### config.mk
export PLATFORM = sky130hd
export DESIGN_NAME = rx_datapath_core
export DESIGN_NICKNAME = d
export VERILOG_FILES = /design/src/logic/rx_dsp_pkg.sv /design/src/logic/code_window.sv /design/src/logic/ffe_slice_lane.sv /design/src/logic/channel_error_unit.sv /design/src/logic/rx_datapath_core.sv
export SDC_FILE = /design/constraint.sdc
export NUM_CORES = 2
export LEC_CHECK = 0
export BUFFER_PORTS_ARGS = -buffer_cell sky130_fd_sc_hd__buf_4
export CAP_MARGIN = 20
export CORE_ASPECT_RATIO = 1.5
export CORE_MARGIN = 10
export CORE_UTILIZATION = 50
export DETAILED_ROUTE_END_ITERATION = 16
export PLACE_DENSITY = 0.78
export SLEW_MARGIN = 20
export SYNTH_ARGS = -nofsm -noshare
export SYNTH_HDL_FRONTEND = slang
export SYNTH_SLANG_ARGS = --single-unit
### constraint.sdc
create_clock -name clk -period 20.5 [get_ports clk]
set_input_delay 2.05 -clock clk [delete_from_list [all_inputs] [get_ports clk]]
set_output_delay 2.05 -clock clk [all_outputs]
set_load 0.05 [all_outputs]
### src/logic/rx_dsp_pkg.sv
`default_nettype none

package rx_dsp_pkg;

    localparam int CHANNEL_WIDTH  = 4;
    localparam int FFE_LENGTH     = 3;
    localparam int CHAN_DEPTH     = 3;
    localparam int FFE_ACC_WIDTH  = 20;
    localparam int CHAN_ACC_WIDTH = 16;

    typedef logic signed [7:0]  code_t;
    typedef logic signed [7:0]  weight_t;
    typedef logic        [3:0]  shift_t;
    typedef logic signed [9:0]  est_t;
    typedef logic signed [9:0]  thresh_t;
    typedef logic signed [7:0]  chan_tap_t;
    typedef logic signed [9:0]  est_code_t;
    typedef logic signed [10:0] error_t;

    // One decision per lane, lane 0 in bit 0
    typedef logic [CHANNEL_WIDTH-1:0] bit_word_t;

    // Lane 0 holds the earliest symbol of the word
    typedef struct packed {
        code_t [CHANNEL_WIDTH-1:0] lane;
    } code_word_t;

    typedef struct packed {
        error_t [CHANNEL_WIDTH-1:0] lane;
    } error_word_t;

    // Entry t is the code t symbols before the lane's own symbol
    typedef struct packed {
        code_t [FFE_LENGTH-1:0] tap;
    } lane_window_t;

    typedef struct packed {
        weight_t   [FFE_LENGTH-1:0] weights;
        shift_t                     ffe_shift;
        thresh_t                    thresh;
        chan_tap_t [CHAN_DEPTH-1:0] chan_taps;
        shift_t                     chan_shift;
    } dsp_cfg_t;

endpackage : rx_dsp_pkg

`default_nettype wire

### src/logic/code_window.sv
`default_nettype none

module code_window (
    input  logic                   clk,
    input  logic                   rst_n_i,
    input  rx_dsp_pkg::code_word_t adc_codes_i,
    output rx_dsp_pkg::lane_window_t [rx_dsp_pkg::CHANNEL_WIDTH-1:0] windows_o,
    output rx_dsp_pkg::code_word_t aligned_codes_o
);

    rx_dsp_pkg::code_word_t cur_q;
    rx_dsp_pkg::code_word_t prev_q;

    // Previous word in the low half, current word in the high half
    rx_dsp_pkg::code_t [2*rx_dsp_pkg::CHANNEL_WIDTH-1:0] history;

    always_ff @(posedge clk or negedge rst_n_i) begin
        if (!rst_n_i) begin
            cur_q  <= '0;
            prev_q <= '0;
        end else begin
            cur_q  <= adc_codes_i;
            prev_q <= cur_q;
        end
    end

    assign history = {cur_q.lane, prev_q.lane};

    // Early lanes reach back into the previous word
    for (genvar j = 0; j < rx_dsp_pkg::CHANNEL_WIDTH; j++) begin : g_lane
        for (genvar t = 0; t < rx_dsp_pkg::FFE_LENGTH; t++) begin : g_tap
            assign windows_o[j].tap[t] = history[rx_dsp_pkg::CHANNEL_WIDTH + j - t];
        end
    end

    // One word behind, lines up with the registered decisions
    assign aligned_codes_o = prev_q;

    a_codes_known: assert property (
        @(posedge clk) disable iff (!rst_n_i)
        !$isunknown(adc_codes_i)
    ) else $error("adc_codes_i carries unknown bits");

endmodule : code_window

`default_nettype wire

### src/logic/ffe_slice_lane.sv
`default_nettype none

module ffe_slice_lane (
    input  logic                                             clk,
    input  logic                                             rst_n_i,
    input  rx_dsp_pkg::lane_window_t                         window_i,
    input  rx_dsp_pkg::weight_t [rx_dsp_pkg::FFE_LENGTH-1:0] weights_i,
    input  rx_dsp_pkg::shift_t                               ffe_shift_i,
    input  rx_dsp_pkg::thresh_t                              thresh_i,
    output rx_dsp_pkg::est_t                                 est_o,
    output logic                                             bit_o
);

    logic signed [rx_dsp_pkg::FFE_ACC_WIDTH-1:0] acc;
    logic signed [rx_dsp_pkg::FFE_ACC_WIDTH-1:0] prod;
    rx_dsp_pkg::est_t                            est_d;
    logic                                        bit_d;

    rx_dsp_pkg::est_t est_q;
    logic             bit_q;

    always_comb begin
        acc  = '0;
        prod = '0;
        for (int t = 0; t < rx_dsp_pkg::FFE_LENGTH; t++) begin
            prod = $signed(window_i.tap[t]) * $signed(weights_i[t]);
            acc  = acc + prod;
        end
        // Wraps to the low estimate bits after the shift
        est_d = rx_dsp_pkg::est_t'(acc >>> ffe_shift_i);
        bit_d = (est_d > thresh_i);
    end

    always_ff @(posedge clk or negedge rst_n_i) begin
        if (!rst_n_i) begin
            est_q <= '0;
            bit_q <= 1'b0;
        end else begin
            est_q <= est_d;
            bit_q <= bit_d;
        end
    end

    assign est_o = est_q;
    assign bit_o = bit_q;

    a_bit_known: assert property (
        @(posedge clk) disable iff (!rst_n_i)
        !$isunknown(bit_o)
    ) else $error("slicer decision is unknown");

endmodule : ffe_slice_lane

`default_nettype wire

### src/logic/channel_error_unit.sv
`default_nettype none

module channel_error_unit (
    input  logic                                                clk,
    input  logic                                                rst_n_i,
    input  rx_dsp_pkg::bit_word_t                               bits_i,
    input  rx_dsp_pkg::code_word_t                              aligned_codes_i,
    input  rx_dsp_pkg::chan_tap_t [rx_dsp_pkg::CHAN_DEPTH-1:0]  taps_i,
    input  rx_dsp_pkg::shift_t                                  chan_shift_i,
    output rx_dsp_pkg::error_word_t                             error_o
);

    rx_dsp_pkg::bit_word_t   prev_bits_q;
    rx_dsp_pkg::error_word_t err_d;
    rx_dsp_pkg::error_word_t err_q;

    // Older decisions in the low half, as in the code window
    logic [2*rx_dsp_pkg::CHANNEL_WIDTH-1:0] bit_history;

    assign bit_history = {bits_i, prev_bits_q};

    for (genvar j = 0; j < rx_dsp_pkg::CHANNEL_WIDTH; j++) begin : g_lane
        logic signed [rx_dsp_pkg::CHAN_ACC_WIDTH-1:0] acc;
        logic signed [rx_dsp_pkg::CHAN_ACC_WIDTH-1:0] tap_ext;
        rx_dsp_pkg::est_code_t                        est_code;
        rx_dsp_pkg::error_t                           est_ext;
        rx_dsp_pkg::error_t                           code_ext;

        always_comb begin
            acc     = '0;
            tap_ext = '0;
            for (int t = 0; t < rx_dsp_pkg::CHAN_DEPTH; t++) begin
                tap_ext = taps_i[t];
                // Bit 1 is symbol +1, bit 0 is symbol -1
                if (bit_history[rx_dsp_pkg::CHANNEL_WIDTH + j - t]) begin
                    acc = acc + tap_ext;
                end else begin
                    acc = acc - tap_ext;
                end
            end
            est_code = rx_dsp_pkg::est_code_t'(acc >>> chan_shift_i);
        end

        // Sign extend both sides so the difference is exact
        assign est_ext  = est_code;
        assign code_ext = aligned_codes_i.lane[j];

        assign err_d.lane[j] = est_ext - code_ext;
    end

    always_ff @(posedge clk or negedge rst_n_i) begin
        if (!rst_n_i) begin
            prev_bits_q <= '0;
            err_q       <= '0;
        end else begin
            prev_bits_q <= bits_i;
            err_q       <= err_d;
        end
    end

    assign error_o = err_q;

    a_error_known: assert property (
        @(posedge clk) disable iff (!rst_n_i)
        !$isunknown(error_o)
    ) else $error("error word is unknown");

endmodule : channel_error_unit

`default_nettype wire

### src/logic/rx_datapath_core.sv
`default_nettype none

module rx_datapath_core (
    input  logic                    clk,
    input  logic                    rst_n_i,
    input  rx_dsp_pkg::code_word_t  adc_codes_i,
    input  rx_dsp_pkg::dsp_cfg_t    cfg_i,
    output rx_dsp_pkg::bit_word_t   bits_o,
    output rx_dsp_pkg::error_word_t error_o
);

    rx_dsp_pkg::lane_window_t [rx_dsp_pkg::CHANNEL_WIDTH-1:0] windows;
    rx_dsp_pkg::code_word_t                                   aligned_codes;
    rx_dsp_pkg::bit_word_t                                    lane_bits;

    code_window code_window_inst (
        .clk             (clk),
        .rst_n_i         (rst_n_i),
        .adc_codes_i     (adc_codes_i),
        .windows_o       (windows),
        .aligned_codes_o (aligned_codes)
    );

    // Weights and threshold are shared by all lanes
    for (genvar j = 0; j < rx_dsp_pkg::CHANNEL_WIDTH; j++) begin : g_lane
        ffe_slice_lane ffe_slice_lane_inst (
            .clk         (clk),
            .rst_n_i     (rst_n_i),
            .window_i    (windows[j]),
            .weights_i   (cfg_i.weights),
            .ffe_shift_i (cfg_i.ffe_shift),
            .thresh_i    (cfg_i.thresh),
            .est_o       (),
            .bit_o       (lane_bits[j])
        );
    end

    channel_error_unit channel_error_unit_inst (
        .clk             (clk),
        .rst_n_i         (rst_n_i),
        .bits_i          (lane_bits),
        .aligned_codes_i (aligned_codes),
        .taps_i          (cfg_i.chan_taps),
        .chan_shift_i    (cfg_i.chan_shift),
        .error_o         (error_o)
    );

    assign bits_o = lane_bits;

endmodule : rx_datapath_core

`default_nettype wire

**Word-level counts from Yosys, hierarchy flattened**

Index checks and enable logic that the tools add are counted.

- Register bits: 116
- Latch bits: 0
- RAM bits: 0
- Bits in read-only memories: 0
- Bits of input ports: 100
- Word-level logic and storage cells: 82
- Memories kept: 0

- Add/sub/neg operators: 29
- $mul: 12
- Divide/modulo/power cells: 0
- Magnitude comparators: 4
- Eq/ne operators: 0
- Shift-type cells: 8
- Mux-type cells: 12
- Bitwise operators: 0
- Reductions and logical operators: 0

Operators with widths:

| kind | number |
|---|---|
| $mul A8 B8 Y16 | 12 |
| $mux W16 | 12 |
| $add A20 B20 Y20 | 8 |
| $add A16 B8 Y16 | 8 |
| $sub A16 B8 Y16 | 8 |
| $sshr A20 B4 Y10 | 4 |
| $sshr A16 B4 Y10 | 4 |
| $sub A10 B8 Y11 | 4 |
| $gt A10 B10 Y1 | 4 |
| $sub A1 B8 Y9 const A | 1 |

**Longest topological paths before layout**

- Depth after elaboration: 8
- Depth in mapped cells: 42
- Mapped depth without buffers: 41

**By module**

Synthesis repeated with hierarchy kept, for this count alone.

- Cell total of the unflattened synthesis: 5665
- Area, all modules: 51841.0 sq um

Modules (own cells, without submodules):

| module | times used | cells an instance | area each (sq um) | sequential area each (sq um) |
|---|---|---|---|---|
| ffe_slice_lane at g_lane[0].ffe_slice_lane_inst ... | 2 | 947 | 9282.7 | 275.3 |
| channel_error_unit | 1 | 1714 | 12419.4 | 1151.1 |
| ffe_slice_lane at g_lane[2].ffe_slice_lane_inst | 1 | 971 | 9451.6 | 275.3 |
| ffe_slice_lane at g_lane[3].ffe_slice_lane_inst | 1 | 958 | 9322.7 | 275.3 |
| code_window | 1 | 128 | 2082.0 | 1601.5 |

**Worst setup path after synthesis**

OpenSTA, ideal clock, no wires.

- Kind: input to register
- Start point: in cfg_i[65] (netlist name)
- End point: reg g_lane[1].ffe_slice_lane_inst.bit_q
- Data arrival time: 10229 ps
- Data required time: 20360 ps
- Slack: 10131 ps
- Cell stages on the path: 35
- Buffers on the path: 1
- Cell sequence: inv_1 -> clkbuf_1 -> fa_1 -> fa_1 -> inv_1 -> fa_1 -> fa_1 -> ha_1 -> nor2b_1 -> o21a_1 -> o311a_1 -> o21a_1 -> or2_2 -> fa_1 -> inv_1 -> ha_1 -> o21a_1 -> o21ai_0 -> a31o_1 -> a211o_1 -> o21ai_1 -> xnor2_1 -> mux4_2 -> o21ai_1 -> mux2_2 -> ha_1 -> nor2b_1 -> o21a_1 -> o21a_1 -> o21ai_0 -> nand2b_1 -> a21oi_1 -> o21ai_0 -> a2111oi_0 -> a211oi_1

- Longest elaborated chain between the ends: 4

Ends and longest elaborated chain:

| item | line | RTL |
|---|---|---|
| start, declared | rx_datapath_core.sv:7 | `input rx_dsp_pkg::dsp_cfg_t cfg_i,` |
| $mul A8 B8 Y16 | ffe_slice_lane.sv:26 | `prod = $signed(window_i.tap[t]) * $signed(weights_i[t]);` |
| $add A20 B20 Y20 | ffe_slice_lane.sv:27 | `acc = acc + prod;` |
| $sshr A20 B4 Y10 | ffe_slice_lane.sv:30 | `est_d = rx_dsp_pkg::est_t'(acc >>> ffe_shift_i);` |
| $gt A10 B10 Y1 | ffe_slice_lane.sv:31 | `bit_d = (est_d > thresh_i);` |
| named net g_lane[1].ffe_slice_lane_inst.bit_d | ffe_slice_lane.sv:17 | `logic bit_d;` |
| end signal, assigned | ffe_slice_lane.sv:40 | `bit_q <= bit_d;` |
| end, declared | ffe_slice_lane.sv:20 | `logic bit_q;` |

The timed path passes the listed nets, and every way through them passes these cells.

**Worst setup path in the final report**

- Start point: in cfg_i[65] (netlist name)
- End point: reg g_lane[3].ffe_slice_lane_inst.bit_q

- Longest elaborated chain between the ends: 4

Ends and longest elaborated chain:

| item | line |
|---|---|
| $mul A8 B8 Y16 | ffe_slice_lane.sv:26 |
| $add A20 B20 Y20 | ffe_slice_lane.sv:27 |
| $sshr A20 B4 Y10 | ffe_slice_lane.sv:30 |
| $gt A10 B10 Y1 | ffe_slice_lane.sv:31 |
| named net g_lane[3].ffe_slice_lane_inst.bit_d | ffe_slice_lane.sv:17 |
| end signal, assigned | ffe_slice_lane.sv:40 |
| end, declared | ffe_slice_lane.sv:20 |

The timed path passes the listed nets, and every way through them passes these cells.

==> summary.md <==
| Metric | Value |
|---|---|
| Vias in the first global route | 46687 |
| Register area | 2850 µm² |
| DP HPWL | 127000 µm |
| Most frequent CP cell | o21a_1 |
| Ports | 148 |
| Gpl congestion | 0.971 |
| Final period util | 54.4% |
| Antenna violations before repair | 9 |
| Core area | 103000 µm² |
| Number of synthesized flops with an enable pin | 0 |
| Fin crit period | 11.16 ns |
| DIE HEIGHT | 415 µm |
| FFs w/ async S/R, synth | 100% |
| Routed met3 length | 8680 µm |
| Vias | 44242 |
| Yosys top cell by area | fa_1 |
| Post-CTS Resized | 0 |
| Yosys warns | 0 |
| Finish-stage setup viols | 0 |
| DRC violations left | 0 |
| Post-Synthesis Cell Area | 52100 µm² |
| Crit path largest cell delay | 0.76 ns |
| Vias per cell | 5.76 |
| Clock Path Buffers | 2 |
| Max-slew headroom | 19.8% |
| DRT Wirelength | 159000 µm |
| Flops & latches, synth | 114 |
| CP Launch Type | primary input |
| CTS Buf Count | 17 |
| First-pass GRT wire length | 248000 µm |
| Starting density of the core | 50.5% |
| Net count after synthesis | 7772 |
| Max_cap viols | 0 |
| Setup bufs post-CTS | 0 |
| Kind of cell adding the most delay to the critical path | compound AO/OA/AOI/OAI gates |
| Ratio of cells with drive above 1 in the final layout | 4.99% |
| Arr. time, crit path | 11.54 ns |
| Crit path kind | in2reg |
| Final ANT Viol Nets | 0 |
| Most used DFF post-synth | dfrtp_1 |
| Mean Syn Cell Area | 8.24 µm² |
| RSZ-0062 raised after global routing | false |
| Metal-1 WL | 53100 µm |
| Port Buffers | 147 |
| Core Rows | 144 |
| Top cell type's share of synthesized area | 28.5% |
| Post-Syn Instances | 6321 |
| Dpl cells | 7649 |
| WP buf/inv | 4 |
| Worst reg-to-reg setup slack | 10.68 ns |
| Die Span X | 283 µm |
| Worst skew pair latency | 0.53 ns |
| Register area share after synthesis | 5.48% |
| Clk_skew | 0.0180 ns |
| # clock sinks | 114 |
| Outcome | finished, final reports clean |
| Layout Cell Area excl Fill | 54900 µm² |
| DR iter-0 viols | 3176 |
| Top cells by area, synth | fa_1, ha_1, inv_1, dfrtp_1, and2_1 |
| Critical Path Fanout Max | 20 |
| H-tree depth | 4 |
| Nets@finish | 7732 |
| Count of hold-fix buffers inserted at cts | 0 |
| CTS tree | done |
| Layout Area Growth over Synthesis | 5.44% |
| DR top layer | met5 |
| Drt pass-1 iters | 8 |
| # fillers | 9619 |
| Clock root cell | clkbuf_16 |
| Hold Crit Class | reg2reg |
| Commonest cells after routing, fill and taps aside | inv_1, fa_1, ha_1 |
| Fin cells | 7685 |
| Fmax | 89.6 MHz |
| Placed standard-cell area | 54300 µm² |
| GRT overflow | 0 |
| Die area | 118000 µm² |
| WP data required | 20.89 ns |
| Drt wl/cell | 20.6 µm |
| Total GRT Usage | 26.9% |
| Reg clk slew, reported paths | 0.07 ns |
| Hold Violations, Final | 0 |
| WL met2 | 79600 µm |
| Final Max Tran Viols | 0 |
| Multi-input logic area | 43400 µm² |
| Crit. End Element | flop |
| Largest net degree at the start of global routing | 84 |
| Slowest stage cell, crit path | inv_1 |
| Slew @ Worst Pin | 1.19 ns |
| TNS Setup | 0 ns |
| Synth unique cells | 88 |
| Commonest non-fill, non-tap cell in the layout | inv_1 |
==> metal layers <==
metal / global-route usage, % / up-vias
met5: 0 / -
li1: - / 20175
met3: 3.89 / 643
met1: 26.5 / 21690
met4: 25.4 / 4
met2: 47.9 / 1730
==> kinds of logic (layout without fill, tap and decap cells) <==
group / Yosys count / count (layout) / share of synthesized area [%]
muxes: 132 / 132 / 3.02
DFF: 114 / 114 / 5.48
other: 0 / 4 / 0
buffers and inverters: 1536 / 1509 / 11.1
AOI/OAI and AO/OA: 1125 / 1125 / 14.1
adders and majority gates: 1351 / 1351 / 43.1
xor gates and xnor gates: 443 / 443 / 7.48
and+or+nand+nor: 1620 / 1620 / 15.6
==> metrics by stage <==
step           util [%]  setup WS, ns  hold WS, ns
2_1_floorplan         -         10.13        0.373
3_3_place_gp       52.7          9.16        0.513
3_5_place_dp       52.7          8.86        0.530
4_1_cts            53.3          9.42        0.540
5_1_grt            53.3          8.92        0.566
6_report           53.3          9.34        0.533
==> worst min-delay path: stages (launching register included) <==
cell and delay, ns:
dfrtp_1 0.34, ha_1 0.13, inv_1 0.03
==> final timing paths <==
kind                                                     startpoint                             endpoint  depth (start not counted)
worst min-delay path            code_window_inst.aligned_codes_o[0]   channel_error_unit_inst.error_o[0]                          2
min in group asynchronous                                   rst_n_i       code_window_inst.windows_o[72]                          1
worst min register to register  code_window_inst.aligned_codes_o[0]   channel_error_unit_inst.error_o[0]                          2
worst max register to register       code_window_inst.windows_o[31]  g_lane[3].ffe_slice_lane_inst.bit_o                         36
max in group asynchronous                                   rst_n_i  channel_error_unit_inst.error_o[19]                          2
worst max-delay path                                      cfg_i[65]  g_lane[3].ffe_slice_lane_inst.bit_o                         36
==> cell type report <==
type | count | share of cell area [%]
multi-input combinational | 4671 | 79.1
sequential | 114 | 5.20
tap | 1387 | 3.16
inverter | 1291 | 8.83
antenna | 4 | 0.0182
timing repair buffer | 186 | 2.55
clock buffer | 19 | 0.825
clock inverter | 13 | 0.312
==> registers in the layout (all words and copies together) (netlist names) <==
signal	flops
code_window_inst.aligned_codes_o	32
code_window_inst.windows_o	32
channel_error_unit_inst.error_o	44
g_lane.ffe_slice_lane_inst.bit_o	4
channel_error_unit_inst.prev_bits_q	2
==> cells in the mapped netlist (all sizes together), types with 16 or more instances <==
master / n
nand4: 21
nand2: 461
buf: 28
mux4: 16
xor2: 160
o21bai: 49
nor2: 299
a211oi: 81
a21boi: 17
fa: 740
a21o: 103
a31oi: 35
nor3: 88
a21oi: 248
mux2i: 76
or2: 33
clkbuf: 217
inv: 1283
and3: 19
dfrtp: 114
o21ai: 277
and2: 432
nand2b: 124
nor2b: 35
xnor2: 282
ha: 611
mux2: 40
o21a: 68
nand3: 41
o211ai: 52
Power is left out: the tool's default activity adds up to more than one toggle a clock period on the data nets, which glitch-free logic cannot reach.
